File: src/hdl/mem_pkg.sv
package mem_pkg;

	// data and address width
	parameter int xlen = 32;

	// default RAM depth is 256 words
	parameter int def_addr_bits = 8;

	// funct3 sits at instruction[9:7]
	parameter int f3_lsb = 7;

	// load widths
	parameter logic [2:0] f3_lb  = 3'd0;
	parameter logic [2:0] f3_lh  = 3'd1;
	parameter logic [2:0] f3_lw  = 3'd2;
	parameter logic [2:0] f3_lbu = 3'd4;
	parameter logic [2:0] f3_lhu = 3'd5;

	// store widths
	parameter logic [2:0] f3_sb = 3'd0;
	parameter logic [2:0] f3_sh = 3'd1;
	parameter logic [2:0] f3_sw = 3'd2;

endpackage

File: src/hdl/lsu_decode_stage.sv
`timescale 1ns/1ps

module lsu_decode_stage (
	input  logic                     clk,
	input  logic                     rst_n,
	input  logic                     req,
	input  logic                     is_store,
	input  logic [mem_pkg::xlen-1:0] instruction,
	input  logic [mem_pkg::xlen-1:0] base,
	input  logic [mem_pkg::xlen-1:0] offset,
	input  logic [mem_pkg::xlen-1:0] store_data,
	input  logic [4:0]               rd,
	output logic                     d_valid,
	output logic                     d_store,
	output logic [2:0]               d_funct3,
	output logic [mem_pkg::xlen-1:0] d_addr,
	output logic [mem_pkg::xlen-1:0] d_data,
	output logic [4:0]               d_rd,
	output logic                     d_fault
);

	import mem_pkg::*;

	logic [2:0]      funct3;
	logic [xlen-1:0] eff_addr;
	logic            bad;

	assign funct3   = instruction[f3_lsb +: 3];
	assign eff_addr = base + offset;

	// misaligned halfword/word, or a code not defined for the direction
	always_comb begin
		if (is_store) begin
			case (funct3)
				f3_sb:   bad = 1'b0;
				f3_sh:   bad = eff_addr[0];
				f3_sw:   bad = |eff_addr[1:0];
				default: bad = 1'b1;
			endcase
		end else begin
			case (funct3)
				f3_lb, f3_lbu: bad = 1'b0;
				f3_lh, f3_lhu: bad = eff_addr[0];
				f3_lw:         bad = |eff_addr[1:0];
				default:       bad = 1'b1;
			endcase
		end
	end

	always_ff @(posedge clk or negedge rst_n) begin
		if (!rst_n) begin
			d_valid <= 1'b0;
			d_fault <= 1'b0;
		end else begin
			d_valid <= req;
			d_fault <= req & bad;
		end
	end

	always_ff @(posedge clk) begin
		d_store  <= is_store;
		d_funct3 <= funct3;
		d_addr   <= eff_addr;
		d_data   <= store_data;
		d_rd     <= rd;
	end

	// byte accesses can never be misaligned
	a_byte_no_fault: assert property (
		@(posedge clk) disable iff (!rst_n)
		d_valid && (d_funct3 == f3_lb || (!d_store && d_funct3 == f3_lbu))
			|-> !d_fault
	);

endmodule

File: config.mk
export PLATFORM = sky130hd
export DESIGN_NAME = lsu_decode_stage
export DESIGN_NICKNAME = d
export VERILOG_FILES = /design/src/hdl/mem_pkg.sv /design/src/hdl/lsu_decode_stage.sv
export SDC_FILE = /design/constraint.sdc
export NUM_CORES = 1
export LEC_CHECK = 0
export BUFFER_PORTS_ARGS = -buffer_cell sky130_fd_sc_hd__buf_2
export CAP_MARGIN = 10
export CORE_MARGIN = 8
export CORE_UTILIZATION = 35
export CTS_BUF_LIST = sky130_fd_sc_hd__clkbuf_16
export CTS_CLUSTER_SIZE = 30
export DETAILED_ROUTE_END_ITERATION = 8
export HOLD_SLACK_MARGIN = 0.15
export PLACE_DENSITY = 0.67
export SETUP_SLACK_MARGIN = 0.02
export SLEW_MARGIN = 0
export SYNTH_ARGS = -nofsm -noshare
export SYNTH_HDL_FRONTEND = slang
export SYNTH_SLANG_ARGS = --single-unit
export TNS_END_PERCENT = 10
File: constraint.sdc
create_clock -name clk -period 0.8 [get_ports clk]
set_input_delay 0.12 -clock clk [delete_from_list [all_inputs] [get_ports clk]]
set_output_delay 0.12 -clock clk [all_outputs]
set_load 0.03 [all_outputs]
==> metrics.txt, run 1 <==
# TYPE chip_impl_metric gauge
chip_impl_info{name="result_of_the_run",value="complete, but fails checks"} 1
chip_impl_info{name="violations",value="setup timing"} 1
chip_impl_metric{name="synth.yosys.warnings",unit=""} 0
chip_impl_metric{name="cp.arrival",unit="ns"} 2.01
chip_impl_metric{name="h-tree-depth",unit=""} 3
chip_impl_metric{name="final_net_count",unit=""} 859
chip_impl_info{name="largest_family_of_logic_cells_by_synthesized_area",value="compound AO/OA/AOI/OAI gates"} 1
chip_impl_metric{name="compound_gate_portion_of_the_synthesized_area",unit="%"} 22.6
chip_impl_metric{name="floorplan_die_area",unit="mm2"} 0.0137
chip_impl_metric{name="cellLeakagePower",unit="uW"} 0.00338
chip_impl_metric{name="numPortBuffers",unit=""} 182
chip_impl_metric{name="antenna_violating_nets_post_route",unit=""} 0
chip_impl_metric{name="cp_max_fo",unit=""} 4
chip_impl_metric{name="vias_in_the_first_global_route",unit=""} 4493
chip_impl_metric{name="hold_viol_final",unit=""} 0
chip_impl_metric{name="synth_edf_count",unit=""} 0
chip_impl_metric{name="post_synth_fa_ha_maj_area_fraction",unit="%"} 11.4
chip_impl_info{name="synth_ff_type",value="sky130_fd_sc_hd__dfxtp_1"} 1
chip_impl_metric{name="hold_slack",unit="ns"} 0.130
chip_impl_info{name="criticalPathCategory",value="in -> reg"} 1
chip_impl_metric{name="flow.area_growth_from_synthesis",unit="%"} 105
chip_impl_metric{name="async_flop_share",unit="%"} 2.67
chip_impl_metric{name="post_synth_inst_count",unit=""} 355
chip_impl_metric{name="grt_antenna_before_repair",unit=""} 0
chip_impl_metric{name="tmin_final",unit="ns"} 1.79
chip_impl_metric{name="antenna_cells_inserted",unit=""} 0
chip_impl_metric{name="die_width",unit="um"} 117
chip_impl_metric{name="share_of_final_layout_standard_cells_stronger_than_drive_strength_1",unit="%"} 66.3
chip_impl_metric{name="dpl.hpwl",unit="um"} 10200
chip_impl_metric{name="core_area",unit="mm2"} 0.0101
chip_impl_metric{name="largest_net_degree_at_the_start_of_global_routing",unit=""} 16
chip_impl_metric{name="clkTransAtPathRegs",unit="ns"} 0.06
chip_impl_metric{name="post_synth_xor_area_fraction",unit="%"} 5.62
chip_impl_info{name="cts-root-buf",value="sky130_fd_sc_hd__clkbuf_16"} 1
chip_impl_metric{name="achievable_clock_frequency",unit="MHz"} 558
chip_impl_metric{name="grt_pass1_wl",unit="um"} 22300
chip_impl_metric{name="synth_sequential_area_ratio",unit="%"} 42.1
chip_impl_metric{name="peakVddDrop",unit="mV"} 1.17
chip_impl_metric{name="fp.dieH",unit="um"} 117
chip_impl_metric{name="report.final.setup_viol",unit=""} 106
chip_impl_info{name="rsz0062_at_grt",value="yes"} 1
chip_impl_metric{name="drcViolationCount",unit=""} 0
chip_impl_metric{name="worst-endpoint-required",unit="ns"} 1.02
chip_impl_metric{name="vias",unit=""} 4270
chip_impl_metric{name="max-slew-margin-rel",unit="%"} 74.8
chip_impl_metric{name="cts.sink_count",unit=""} 75
chip_impl_metric{name="synthesis.area_per_instance",unit="um2"} 10.1
chip_impl_metric{name="boundaryPins",unit=""} 212
chip_impl_metric{name="drv_cap",unit=""} 0
chip_impl_info{name="crit_path_end_kind",value="flip-flop"} 1
chip_impl_metric{name="timing.final.crit_share",unit="%"} 224
chip_impl_metric{name="synth_seq_cells",unit=""} 75
chip_impl_metric{name="hold_buffers",unit=""} 45
chip_impl_metric{name="final-max-slew-violation-count",unit=""} 0
chip_impl_metric{name="multi_input_area",unit="mm2"} 0.00251
chip_impl_metric{name="initial_utilization",unit="%"} 35.4
chip_impl_metric{name="cts_buffer_depth",unit=""} 2
chip_impl_metric{name="synth.distinct_cells",unit=""} 69
chip_impl_metric{name="drt_pass1_iterations",unit=""} 4
chip_impl_metric{name="post_synth_and_or_nand_nor_area_fraction",unit="%"} 13.2
chip_impl_info{name="clock_tree_from_tritoncts",value="yes"} 1
chip_impl_metric{name="placementRows",unit=""} 37
chip_impl_metric{name="overflow",unit=""} 0
chip_impl_metric{name="1st_iter_drt_viols",unit=""} 184
chip_impl_metric{name="global_route.usage.total",unit="%"} 21.3
chip_impl_metric{name="power_per_cell_area",unit="mW/mm2"} 1910
chip_impl_metric{name="route.final.wire_length",unit="um"} 16700
chip_impl_metric{name="synth.net_count",unit=""} 524
chip_impl_metric{name="detail_route.vias_per_cell",unit=""} 5.14
chip_impl_metric{name="globalplace.congestion",unit=""} 0.881
chip_impl_metric{name="n_fill_cell",unit=""} 619
chip_impl_metric{name="yosys-mux-area-fraction",unit="%"} 1.43
chip_impl_info{name="critPathLaunchType",value="input port"} 1
chip_impl_metric{name="wl_per_cell",unit="um"} 20.1
chip_impl_metric{name="setup_slack",unit="ns"} -0.993
chip_impl_metric{name="totalPowerFinal",unit="uW"} 14100
chip_impl_metric{name="worst-slew-pin-transition",unit="ns"} 0.378
chip_impl_info{name="min_path_type",value="in -> reg"} 1
chip_impl_metric{name="seqCellArea",unit="mm2"} 0.00160
chip_impl_metric{name="cts_made_buffers",unit=""} 9
chip_impl_metric{name="post_synth_instance_area",unit="mm2"} 0.00359
==> cells in the final DEF, fill, tap and decap left out, types with 9 or more instances in the layout <==
master,n
sky130_fd_sc_hd__inv_1,11
sky130_fd_sc_hd__dfxtp_2,73
sky130_fd_sc_hd__buf_6,96
sky130_fd_sc_hd__clkbuf_16,9
sky130_fd_sc_hd__a21oi_1,15
sky130_fd_sc_hd__ha_4,16
sky130_fd_sc_hd__buf_4,98
sky130_fd_sc_hd__o21ai_0,9
sky130_fd_sc_hd__nand2_1,18
sky130_fd_sc_hd__xnor2_1,9
sky130_fd_sc_hd__a21oi_2,11
sky130_fd_sc_hd__a21o_1,15
sky130_fd_sc_hd__dlygate4sd3_1,43
sky130_fd_sc_hd__buf_2,94
sky130_fd_sc_hd__ha_1,14
sky130_fd_sc_hd__nor2_1,18
==> power breakdown <==
group          internal (uW)  switching [uW]
Clock                   2150            1750
Combinational           2750            2850
Sequential              4310             283
Total                   9210            4880
==> synth_stat cells, drive strengths merged, types with 7 or more instances <==
cell type / number / area [um2]
dfxtp: 73 / 1460
ha: 31 / 388
a21oi: 29 / 145
nand2: 20 / 75.1
nor2: 20 / 75.1
a21o: 16 / 121
o21ai: 15 / 75.1
xnor2: 13 / 114
inv: 12 / 45.0
xor2: 10 / 87.6
nand3: 8 / 40.0
o21a: 7 / 56.3
==> registers in the layout, indices dropped and copies added (netlist names) <==
| register | flops |
|---|---|
| d_addr | 32 |
| d_data | 32 |
| d_rd | 5 |
| d_funct3 | 3 |
| d_fault | 1 |
| d_store | 1 |
| d_valid | 1 |
==> critical path, cell delays in order <==
cell	delay (ns)
sky130_fd_sc_hd__buf_8	0.08
sky130_fd_sc_hd__ha_4	0.13
sky130_fd_sc_hd__fa_2	0.21
sky130_fd_sc_hd__a21o_1	0.20
sky130_fd_sc_hd__a311oi_2	0.14
sky130_fd_sc_hd__or4_4	0.47
sky130_fd_sc_hd__a2111oi_4	0.41
sky130_fd_sc_hd__or4_1	0.17
sky130_fd_sc_hd__nand4_1	0.07
==> per-layer routing <==
metal	share of wire, %	GRT usage, %	routed length, um	up-vias
met5	0	0	0	-
met4	5.5	13.1	924	0
met3	9.3	6.82	1560	72
met2	50	38.5	8280	234
met1	36	20.7	5930	1979
li1	-	-	-	1985
==> what timing repair did <==
action,in CTS,in global routing
endpoints found under the setup margin,104,109
pin swaps,35,34
setup buffers,6,12
gates resized for setup,277,58
endpoints found under the hold margin,48,1
==> area by class of cell <==
class,instances,area share [%]
Tap cell,136,2.31
Sequential cell,75,21.8
Inverter,12,0.611
Multi-Input combinational cell,258,34.0
Clock buffer,9,3.06
Timing Repair Buffer,334,37.4
Clock inverter,7,0.798
==> path summary, 6_finish.rpt <==
kind                            start  slack [ns]  cells after the start            endpoint
hold / removal             offset[31]        0.13                      4  d_addr[31]$_DFF_P_
max in group asynchronous       rst_n        0.01                      3   d_valid$_DFF_PN0_
min in group asynchronous       rst_n        0.70                      3   d_fault$_DFF_PN0_
setup / recovery            offset[0]       -0.99                      9  d_addr[30]$_DFF_P_
==> stage by stage <==
step                setup TNS (ns)  utilization, %  instance area, um2  worst slack, ns  cells
floorplan                   -23.91               -                3640            -1.16    355
global placement            -33.28            52.4                5320            -1.39    753
detailed placement          -33.91            52.4                5320            -1.43    753
CTS                         -28.09            69.0                6990           -0.947    820
global route                -32.62            72.7                7370            -1.07    831
finish                      -29.86            72.7                7370           -0.993    831
==> logic make-up (layout without fill, tap and decap cells) <==
group / count (synthesis) / in the layout
adder cells (fa/ha/maj): 32 / 32
AO/OA/AOI/OAI: 111 / 111
flip-flops: 75 / 75
XOR/XNOR: 23 / 23
multiplexers: 5 / 5
buffers and inverters: 22 / 362
AND/OR/NAND/NOR: 87 / 87
Power figures use the tool's default switching activity.
==> inputs of run 2 (changes only) <==
--- a/config.mk
+++ b/config.mk
@@ -5,15 +5,16 @@
 export SDC_FILE = /design/constraint.sdc
 export NUM_CORES = 1
 export LEC_CHECK = 0
+export ABC_AREA = 1
 export BUFFER_PORTS_ARGS = -buffer_cell sky130_fd_sc_hd__buf_2
 export CAP_MARGIN = 10
 export CORE_MARGIN = 8
-export CORE_UTILIZATION = 35
+export CORE_UTILIZATION = 49
 export CTS_BUF_LIST = sky130_fd_sc_hd__clkbuf_16
 export CTS_CLUSTER_SIZE = 30
 export DETAILED_ROUTE_END_ITERATION = 8
 export HOLD_SLACK_MARGIN = 0.15
-export PLACE_DENSITY = 0.67
+export PLACE_DENSITY = 0.87
 export SETUP_SLACK_MARGIN = 0.02
 export SLEW_MARGIN = 0
 export SYNTH_ARGS = -nofsm -noshare
==> metrics.txt, run 2 <==
# TYPE chip_impl_metric gauge
chip_impl_metric{name="cts_made_buffers",unit=""} 9
chip_impl_metric{name="largest_net_degree_at_the_start_of_global_routing",unit=""} 17
chip_impl_info{name="result_of_the_run",value="aborted with a tool error"} 1
chip_impl_info{name="synth_ff_type",value="sky130_fd_sc_hd__dfxtp_1"} 1
chip_impl_info{name="repair-timing-grt-worst-ep",value="d_addr[26]$_DFF_P_/D"} 1
chip_impl_metric{name="synth_sequential_area_ratio",unit="%"} 38.6
chip_impl_metric{name="synth.distinct_cells",unit=""} 25
chip_impl_metric{name="initial_utilization",unit="%"} 50.7
chip_impl_metric{name="post_synth_instance_area",unit="mm2"} 0.00392
chip_impl_info{name="worst_path_end_type",value="sequential cell input"} 1
chip_impl_metric{name="numPortBuffers",unit=""} 182
chip_impl_info{name="netlist_top_cells_area",value="sky130_fd_sc_hd__dfxtp_1 37%, sky130_fd_sc_hd__nand2_1 21%, sky130_fd_sc_hd__inv_1 10%, sky130_fd_sc_hd__ha_1 9.9%, sky130_fd_sc_hd__nor2_1 3.6%"} 1
chip_impl_metric{name="placementRows",unit=""} 32
chip_impl_info{name="toolErrorMsg",value="[ERROR DPL-0038] Utilization greater than 100%, impossible to legalize"} 1
chip_impl_info{name="ys_top_cells_by_count",value="221 x sky130_fd_sc_hd__nand2_1, 109 x sky130_fd_sc_hd__inv_1, 73 x sky130_fd_sc_hd__dfxtp_1, 38 x sky130_fd_sc_hd__nor2_1, 31 x sky130_fd_sc_hd__ha_1"} 1
chip_impl_metric{name="post_placement_cell_count",unit=""} 898
chip_impl_info{name="cts-root-buf",value="sky130_fd_sc_hd__clkbuf_16"} 1
chip_impl_metric{name="synth_seq_cells",unit=""} 75
chip_impl_metric{name="pre_cts_slack",unit="ns"} -0.839
chip_impl_info{name="largest_area_contributor_in_the_netlist",value="sky130_fd_sc_hd__dfxtp_1"} 1
chip_impl_metric{name="synth.yosys.warnings",unit=""} 0
chip_impl_metric{name="fp.dieH",unit="um"} 105
chip_impl_metric{name="async_flop_share",unit="%"} 2.67
chip_impl_metric{name="cts.sink_count",unit=""} 75
chip_impl_metric{name="synth_top_area_share",unit="%"} 37.3
chip_impl_info{name="failed_stage",value="global routing"} 1
chip_impl_metric{name="post_synth_inst_count",unit=""} 572
chip_impl_metric{name="synth_edf_count",unit=""} 0
chip_impl_metric{name="die_width",unit="um"} 105
chip_impl_metric{name="synth.net_count",unit=""} 741
chip_impl_info{name="post-synth-top-count-cell",value="sky130_fd_sc_hd__nand2_1"} 1
chip_impl_metric{name="globalplace.congestion",unit=""} 0.977
chip_impl_metric{name="h-tree-depth",unit=""} 3
chip_impl_metric{name="cts_buffer_depth",unit=""} 2
chip_impl_metric{name="synthesis.area_per_instance",unit="um2"} 6.85
chip_impl_metric{name="boundaryPins",unit=""} 212
chip_impl_metric{name="dpl.hpwl",unit="um"} 10700
run 2: cell types whose count changed after synthesis, sizes merged, moves of 11 or more:
cell,change
a21o,-15
inv,+100
nand2,+215
nand3,+19
nor2,+20
o21ai,-15
xnor2,-11
run 2: per-stage QoR:
stage               hold WS [ns]  utilization (%)  area, um2
floorplan                 -0.176                -       3940
global placement         -0.0959             68.5       5290
detailed placement       -0.0943             68.5       5290
CTS                       0.0249             93.1       7190
run 2: repair_timing:
item	4_1_cts
pin swaps	39
hold buffers	44
setup endpoints to repair	106
resized for setup	331
setup buffers	4
hold endpoints to repair	47
run 2: cells by family after synthesis:
logic type,synth area share [%]
AO/OA/AOI/OAI,3.45
adder cells (fa/ha/maj),10.4
AND/OR/NAND/NOR,33.3
XOR/XNOR,3.58
flip-flops,38.6
buffers and inverters,10.7
==> inputs of run 3 (changes only) <==
--- a/config.mk
+++ b/config.mk
@@ -9,13 +9,9 @@
 export BUFFER_PORTS_ARGS = -buffer_cell sky130_fd_sc_hd__buf_2
 export CAP_MARGIN = 10
 export CORE_MARGIN = 8
-export CORE_UTILIZATION = 49
-export CTS_BUF_LIST = sky130_fd_sc_hd__clkbuf_16
-export CTS_CLUSTER_SIZE = 30
+export CORE_UTILIZATION = 40
 export DETAILED_ROUTE_END_ITERATION = 8
-export HOLD_SLACK_MARGIN = 0.15
-export PLACE_DENSITY = 0.87
-export SETUP_SLACK_MARGIN = 0.02
+export PLACE_DENSITY_LB_ADDON = 0.15
 export SLEW_MARGIN = 0
 export SYNTH_ARGS = -nofsm -noshare
 export SYNTH_HDL_FRONTEND = slang
==> metrics.txt, run 3 <==
# TYPE chip_impl_metric gauge
chip_impl_info{name="result_of_the_run",value="complete, but fails checks"} 1
chip_impl_info{name="violations",value="setup timing"} 1
chip_impl_info{name="largest_area_contributor_in_the_netlist",value="sky130_fd_sc_hd__dfxtp_1"} 1
chip_impl_metric{name="async_flop_share",unit="%"} 2.67
chip_impl_metric{name="floorplan_die_area",unit="mm2"} 0.0132
chip_impl_info{name="synth_ff_type",value="sky130_fd_sc_hd__dfxtp_1"} 1
chip_impl_metric{name="route.final.wire_length",unit="um"} 15000
chip_impl_info{name="post-synth-top-count-cell",value="sky130_fd_sc_hd__nand2_1"} 1
chip_impl_metric{name="power_switching",unit="uW"} 4570
chip_impl_metric{name="drv_cap",unit=""} 0
chip_impl_metric{name="totalPowerFinal",unit="uW"} 12400
chip_impl_info{name="netlist_top_cells_area",value="sky130_fd_sc_hd__dfxtp_1 37%, sky130_fd_sc_hd__nand2_1 21%, sky130_fd_sc_hd__inv_1 10%, sky130_fd_sc_hd__ha_1 9.9%, sky130_fd_sc_hd__nor2_1 3.6%"} 1
chip_impl_info{name="rsz0062_at_grt",value="yes"} 1
chip_impl_metric{name="flow.area_growth_from_synthesis",unit="%"} 88.2
chip_impl_metric{name="cp_slowest_stage_delay",unit="ns"} 0.38
chip_impl_metric{name="numPortBuffers",unit=""} 182
chip_impl_metric{name="power.share.clock",unit="%"} 21.5
chip_impl_metric{name="dpl.hpwl",unit="um"} 10100
chip_impl_info{name="layout_commonest_cell",value="sky130_fd_sc_hd__nand2_1"} 1
chip_impl_info{name="clock_tree_from_tritoncts",value="yes"} 1
chip_impl_metric{name="grt_pass1_wl",unit="um"} 23300
chip_impl_metric{name="tmin_final",unit="ns"} 1.17
chip_impl_metric{name="placementRows",unit=""} 36
chip_impl_metric{name="synth_edf_count",unit=""} 0
chip_impl_metric{name="core_area",unit="mm2"} 0.00964
chip_impl_metric{name="die_width",unit="um"} 115
chip_impl_metric{name="1st_iter_drt_viols",unit=""} 186
chip_impl_metric{name="worst-slew-pin-transition",unit="ns"} 0.274
chip_impl_metric{name="achievable_clock_frequency",unit="MHz"} 852
chip_impl_metric{name="fp.dieH",unit="um"} 115
chip_impl_info{name="criticalPathCategory",value="in -> reg"} 1
chip_impl_metric{name="boundaryPins",unit=""} 212
chip_impl_info{name="cts-root-buf",value="sky130_fd_sc_hd__clkbuf_8"} 1
chip_impl_metric{name="cts.sink_count",unit=""} 75
chip_impl_metric{name="cellLeakagePower",unit="uW"} 0.00390
chip_impl_info{name="crit_path_end_kind",value="flip-flop"} 1
chip_impl_info{name="ys_top_cells_by_count",value="221 x sky130_fd_sc_hd__nand2_1, 109 x sky130_fd_sc_hd__inv_1, 73 x sky130_fd_sc_hd__dfxtp_1, 38 x sky130_fd_sc_hd__nor2_1, 31 x sky130_fd_sc_hd__ha_1"} 1
chip_impl_metric{name="final_net_count",unit=""} 1037
chip_impl_metric{name="share_of_final_layout_standard_cells_stronger_than_drive_strength_1",unit="%"} 54.5
chip_impl_metric{name="antenna_cells_inserted",unit=""} 0
chip_impl_metric{name="synth_top_area_share",unit="%"} 37.3
chip_impl_metric{name="synth_sequential_area_ratio",unit="%"} 38.6
chip_impl_metric{name="overflow",unit=""} 0
chip_impl_metric{name="drt_pass1_iterations",unit=""} 4
chip_impl_metric{name="cts_made_buffers",unit=""} 9
chip_impl_metric{name="utilization",unit="%"} 76.5
chip_impl_metric{name="vias",unit=""} 4444
chip_impl_metric{name="synth.net_count",unit=""} 741
chip_impl_metric{name="peakVddDrop",unit="mV"} 0.840
chip_impl_metric{name="grt_antenna_before_repair",unit=""} 0
chip_impl_info{name="min_path_type",value="in -> reg"} 1
chip_impl_metric{name="drcViolationCount",unit=""} 0
chip_impl_metric{name="post_synth_instance_area",unit="mm2"} 0.00392
chip_impl_metric{name="synth_seq_cells",unit=""} 75
chip_impl_info{name="critical-path-top-delay-family",value="simple AND/OR/NAND/NOR gates"} 1
chip_impl_metric{name="synthesis.area_per_instance",unit="um2"} 6.85
chip_impl_metric{name="p_int",unit="uW"} 7840
chip_impl_metric{name="cts_buffer_depth",unit=""} 2
chip_impl_metric{name="global_route.usage.total",unit="%"} 22.5
chip_impl_metric{name="synth.distinct_cells",unit=""} 25
chip_impl_metric{name="largest_net_degree_at_the_start_of_global_routing",unit=""} 15
chip_impl_metric{name="h-tree-depth",unit=""} 3
chip_impl_metric{name="clkTransAtPathRegs",unit="ns"} 0.08
chip_impl_info{name="path_cells",value="buf_6 > ha_4 > fa_2 > nand3_2 > nand3_2 > nand2_2 > nand2_4 > nand2_4 > nand2_4 > nand2_2 > nand2_1 > nand2_1 > nand2_1"} 1
chip_impl_metric{name="detail_route.vias_per_cell",unit=""} 4.42
chip_impl_metric{name="wl_per_cell",unit="um"} 14.9
chip_impl_metric{name="comb_power_share",unit="%"} 42.1
chip_impl_metric{name="worst-path-buf-inv",unit=""} 1
chip_impl_metric{name="power.share.switching",unit="%"} 36.8
chip_impl_metric{name="timing.final.crit_share",unit="%"} 147
chip_impl_metric{name="initial_utilization",unit="%"} 40.7
chip_impl_metric{name="cp_max_fo",unit=""} 4
chip_impl_metric{name="hold_viol_final",unit=""} 0
chip_impl_metric{name="final-max-slew-violation-count",unit=""} 0
chip_impl_metric{name="power_per_cell_area",unit="mW/mm2"} 1680
chip_impl_info{name="mostFrequentLayoutCells",value="174 x sky130_fd_sc_hd__nand2_1, 100 x sky130_fd_sc_hd__inv_1, 99 x sky130_fd_sc_hd__buf_2"} 1
chip_impl_metric{name="synth.yosys.warnings",unit=""} 0
chip_impl_info{name="critPathLaunchType",value="input port"} 1
chip_impl_metric{name="cp.arrival",unit="ns"} 1.42
chip_impl_metric{name="antenna_violating_nets_post_route",unit=""} 0
chip_impl_metric{name="vias_in_the_first_global_route",unit=""} 4672
chip_impl_metric{name="post_synth_inst_count",unit=""} 572
chip_impl_metric{name="globalplace.congestion",unit=""} 0.900
chip_impl_metric{name="n_fill_cell",unit=""} 691
chip_impl_metric{name="report.final.setup_viol",unit=""} 104
chip_impl_metric{name="setup_slack",unit="ns"} -0.374
chip_impl_info{name="reg.largest.list",value="d_addr (32), d_data (32), d_rd (5)"} 1
chip_impl_metric{name="hold_slack",unit="ns"} 0.0614
chip_impl_metric{name="max-slew-margin-rel",unit="%"} 81.7
chip_impl_metric{name="power_frac_seq",unit="%"} 36.4
chip_impl_metric{name="worst-endpoint-required",unit="ns"} 1.05
chip_impl_info{name="worst_path_max_delay_cell",value="sky130_fd_sc_hd__fa_2"} 1
run 3: logic make-up (layout without fill, tap and decap cells):
| group | after synthesis | after routing | synth area share (%) |
|---|---|---|---|
| flip-flops | 75 | 75 | 38.6 |
| XOR/XNOR | 16 | 16 | 3.58 |
| AO/OA/AOI/OAI | 24 | 24 | 3.45 |
| adder cells (fa/ha/maj) | 32 | 32 | 10.4 |
| buffers and inverters | 112 | 413 | 10.7 |
| AND/OR/NAND/NOR | 313 | 313 | 33.3 |
run 3: worst paths after layout:
kind	start	to	slack (ns)	cells past startpoint
worst min-delay path	offset[31]	d_addr[31]$_DFF_P_	0.06	4
min in group asynchronous	rst_n	d_fault$_DFF_PN0_	0.10	2
worst max-delay path	offset[0]	d_addr[20]$_DFF_P_	-0.37	13
max in group asynchronous	rst_n	d_valid$_DFF_PN0_	0.60	2
run 3: what timing repair did:
action / CTS / global route
endpoints found under the hold margin: 45 / 0
hold buffers: 44 / 0
buffers inserted: 6 / 5
pin swaps: 38 / 16
setup endpoints to repair: 104 / 104
gates resized for setup: 322 / 60
run 3: power by group through the flow:
stage	Combinational (uW)	Clock, uW	Sequential, uW
after detailed placement	3750	0	4380
after floorplan	1380	0	5280
after global routing	5610	2950	4560
final	5220	2670	4510
after global placement	3730	0	4370
after CTS	4940	2740	4490
run 3: final cells by class:
cell class	instances	area, um2	area share (%)
timing repair buffer	285	2320	31.4
sequential	75	1600	21.7
tap	133	166	2.26
clock inverter	6	42.5	0.577
inverter	112	420	5.70
multi-input combinational	385	2700	36.6
clock buffer	10	128	1.73
run 3: per-stage QoR:
stage | std cells | area, um2 | worst slack, ns | setup TNS, ns
after floorplan | 572 | 3940 | -0.600 | -13.16
after global placement | 935 | 5380 | -0.800 | -20.31
after detailed placement | 935 | 5380 | -0.832 | -20.69
after CTS | 1001 | 7130 | -0.333 | -16.38
after global routing | 1006 | 7370 | -0.433 | -21.48
final | 1006 | 7370 | -0.374 | -17.01
run 3: per-layer routing:
layer / up-vias / track usage, % / wire [um]
met3: 19 / 6.51 / 1070
met4: 0 / 6.39 / 310
met1: 1976 / 26.7 / 6440
met2: 139 / 38.7 / 7200
met5: - / 0 / 0
li1: 2310 / - / -
==> inputs of run 4 (changes only) <==
--- a/config.mk
+++ b/config.mk
@@ -12,6 +12,7 @@
 export CORE_UTILIZATION = 40
 export DETAILED_ROUTE_END_ITERATION = 8
 export PLACE_DENSITY_LB_ADDON = 0.15
+export SKIP_CTS_REPAIR_TIMING = 1
 export SLEW_MARGIN = 0
 export SYNTH_ARGS = -nofsm -noshare
 export SYNTH_HDL_FRONTEND = slang
==> metrics.txt, run 4 (synthesis results as in run 3) <==
# TYPE chip_impl_metric gauge
chip_impl_metric{name="cts_buffer_depth",unit=""} 2
chip_impl_metric{name="power_per_cell_area",unit="mW/mm2"} 1670
chip_impl_metric{name="clkTransAtPathRegs",unit="ns"} 0.09
chip_impl_metric{name="largest_net_degree_at_the_start_of_global_routing",unit=""} 15
chip_impl_metric{name="power.share.clock",unit="%"} 21.6
chip_impl_metric{name="cp.arrival",unit="ns"} 1.40
chip_impl_metric{name="drt_pass1_iterations",unit=""} 4
chip_impl_metric{name="boundaryPins",unit=""} 212
chip_impl_metric{name="placementRows",unit=""} 36
chip_impl_metric{name="1st_iter_drt_viols",unit=""} 170
chip_impl_metric{name="share_of_final_layout_standard_cells_stronger_than_drive_strength_1",unit="%"} 54.2
chip_impl_metric{name="setup_slack",unit="ns"} -0.332
chip_impl_metric{name="post_placement_cell_count",unit=""} 935
chip_impl_info{name="rsz0062_at_grt",value="yes"} 1
chip_impl_info{name="cts-root-buf",value="sky130_fd_sc_hd__clkbuf_8"} 1
chip_impl_info{name="reg.largest.list",value="d_addr (32), d_data (32), d_rd (5)"} 1
chip_impl_metric{name="wl_per_cell",unit="um"} 14.7
chip_impl_metric{name="antenna_violating_nets_post_route",unit=""} 0
chip_impl_metric{name="comb_power_share",unit="%"} 42.2
chip_impl_metric{name="cp_max_fo",unit=""} 4
chip_impl_metric{name="final_net_count",unit=""} 1035
chip_impl_metric{name="max-slew-margin-rel",unit="%"} 82.0
chip_impl_info{name="result_of_the_run",value="complete, but fails checks"} 1
chip_impl_metric{name="achievable_clock_frequency",unit="MHz"} 883
chip_impl_metric{name="grt_antenna_before_repair",unit=""} 0
chip_impl_info{name="worst_path_max_delay_cell",value="sky130_fd_sc_hd__fa_2"} 1
chip_impl_metric{name="vias_in_the_first_global_route",unit=""} 4096
chip_impl_info{name="highest_layer_used_for_signal_routing",value="met4"} 1
chip_impl_metric{name="final-max-slew-violation-count",unit=""} 0
chip_impl_metric{name="dpl.hpwl",unit="um"} 10100
chip_impl_metric{name="peakVddDrop",unit="mV"} 0.877
chip_impl_info{name="layout_commonest_cell",value="sky130_fd_sc_hd__nand2_1"} 1
chip_impl_info{name="critPathLaunchType",value="input port"} 1
chip_impl_metric{name="routed_metal_1_wire_length",unit="um"} 6420
chip_impl_metric{name="detail_route.vias_per_cell",unit=""} 4.46
chip_impl_metric{name="numPortBuffers",unit=""} 182
chip_impl_metric{name="power.share.switching",unit="%"} 36.9
chip_impl_metric{name="flow.area_growth_from_synthesis",unit="%"} 88.5
chip_impl_metric{name="grt_pass1_wl",unit="um"} 18600
chip_impl_info{name="clock_tree_from_tritoncts",value="yes"} 1
chip_impl_metric{name="fp.dieH",unit="um"} 115
chip_impl_metric{name="tmin_final",unit="ns"} 1.13
chip_impl_metric{name="overflow",unit=""} 0
chip_impl_metric{name="initial_utilization",unit="%"} 40.7
chip_impl_metric{name="cts_made_buffers",unit=""} 9
chip_impl_info{name="criticalPathCategory",value="in -> reg"} 1
chip_impl_metric{name="n_fill_cell",unit=""} 675
chip_impl_info{name="setup.worst_path.start",value="base[0]"} 1
chip_impl_metric{name="worst-slew-pin-transition",unit="ns"} 0.270
chip_impl_metric{name="report.final.setup_viol",unit=""} 104
chip_impl_metric{name="utilization",unit="%"} 76.6
chip_impl_metric{name="worst-endpoint-required",unit="ns"} 1.06
chip_impl_metric{name="h-tree-depth",unit=""} 3
chip_impl_metric{name="power_frac_seq",unit="%"} 36.2
chip_impl_info{name="violations",value="setup timing"} 1
chip_impl_metric{name="final_cell_count_no_fill",unit=""} 1004
chip_impl_metric{name="route.final.wire_length",unit="um"} 14800
chip_impl_metric{name="drcViolationCount",unit=""} 0
chip_impl_metric{name="floorplan_die_area",unit="mm2"} 0.0132
chip_impl_metric{name="power_switching",unit="uW"} 4560
chip_impl_metric{name="hold_viol_final",unit=""} 0
chip_impl_info{name="path_cells",value="buf_6 > ha_4 > fa_2 > nand3_2 > nand3_2 > nand2_2 > nand2_4 > nand2_4 > nand2_4 > nand2_2 > nand2_1 > nand2_1 > nand2_1"} 1
chip_impl_metric{name="drv_cap",unit=""} 0
chip_impl_metric{name="antenna_cells_inserted",unit=""} 0
chip_impl_info{name="mostFrequentLayoutCells",value="168 x sky130_fd_sc_hd__nand2_1, 100 x sky130_fd_sc_hd__inv_1, 99 x sky130_fd_sc_hd__buf_2"} 1
chip_impl_metric{name="cp_slowest_stage_delay",unit="ns"} 0.39
chip_impl_metric{name="core_area",unit="mm2"} 0.00964
chip_impl_metric{name="die_width",unit="um"} 115
chip_impl_metric{name="p_int",unit="uW"} 7790
chip_impl_metric{name="cts.sink_count",unit=""} 75
chip_impl_metric{name="vias",unit=""} 4479
chip_impl_metric{name="met3WireLength",unit="um"} 1020
chip_impl_info{name="min_path_type",value="in -> async"} 1
chip_impl_info{name="crit_path_end_kind",value="flip-flop"} 1
chip_impl_metric{name="cellLeakagePower",unit="uW"} 0.00391
chip_impl_metric{name="globalplace.congestion",unit=""} 0.900
chip_impl_metric{name="global_route.usage.total",unit="%"} 17.9
chip_impl_metric{name="timing.final.crit_share",unit="%"} 142
chip_impl_metric{name="wl_met2",unit="um"} 7060
[run 4: layout make-up]
| cell class | instances | area, um2 | share of cell area (%) |
|---|---|---|---|
| Multi-Input combinational cell | 385 | 2760 | 37.4 |
| Clock inverter | 6 | 42.5 | 0.576 |
| Sequential cell | 75 | 1580 | 21.4 |
| Timing Repair Buffer | 283 | 2280 | 30.9 |
| Tap cell | 133 | 166 | 2.25 |
| Inverter | 112 | 425 | 5.76 |
| Clock buffer | 10 | 128 | 1.73 |
[run 4: per-layer routing]
layer | GRT usage (%) | up-vias
met4 | 4.99 | 0
met3 | 5.36 | 18
li1 | - | 2303
met5 | 0 | -
met1 | 21.2 | 2006
met2 | 30.4 | 152
[run 4: final timing paths]
check,slack (ns),to
min,0.06,d_valid$_DFF_PN0_
max,-0.33,d_addr[28]$_DFF_P_
max in group asynchronous,0.64,d_fault$_DFF_PN0_
min in group clk,0.08,d_addr[31]$_DFF_P_
[run 4: stage by stage]
stage / power, uW / area (um2) / hold WS (ns) / TNS, ns / setup slack (ns)
CTS: 10800 / 5550 / -0.483 / -23.67 / -0.440
global placement: 8100 / 5380 / -0.0938 / -20.31 / -0.800
detailed placement: 8130 / 5380 / -0.0923 / -20.69 / -0.832
floorplan: 6660 / 3940 / -0.176 / -13.16 / -0.600
finish: 12300 / 7390 / 0.0646 / -17.06 / -0.332
global route: 13000 / 7390 / 0.0660 / -21.17 / -0.411
[run 4: power by group through the flow]
stage          clock, uW  combinational (uW)  sequential (uW)
2_1_floorplan          0                1380             5280
3_3_place_gp           0                3730             4370
3_5_place_dp           0                3750             4380
4_1_cts             2740                3760             4300
5_1_grt             2910                5600             4520
6_report            2660                5210             4470
[run 4: critical path, delay by kind of cell]
kind | cells | cell delay [ns]
and+or+nand+nor | 10 | 0.64
buffers and inverters | 1 | 0.10
adders and majority gates | 2 | 0.54
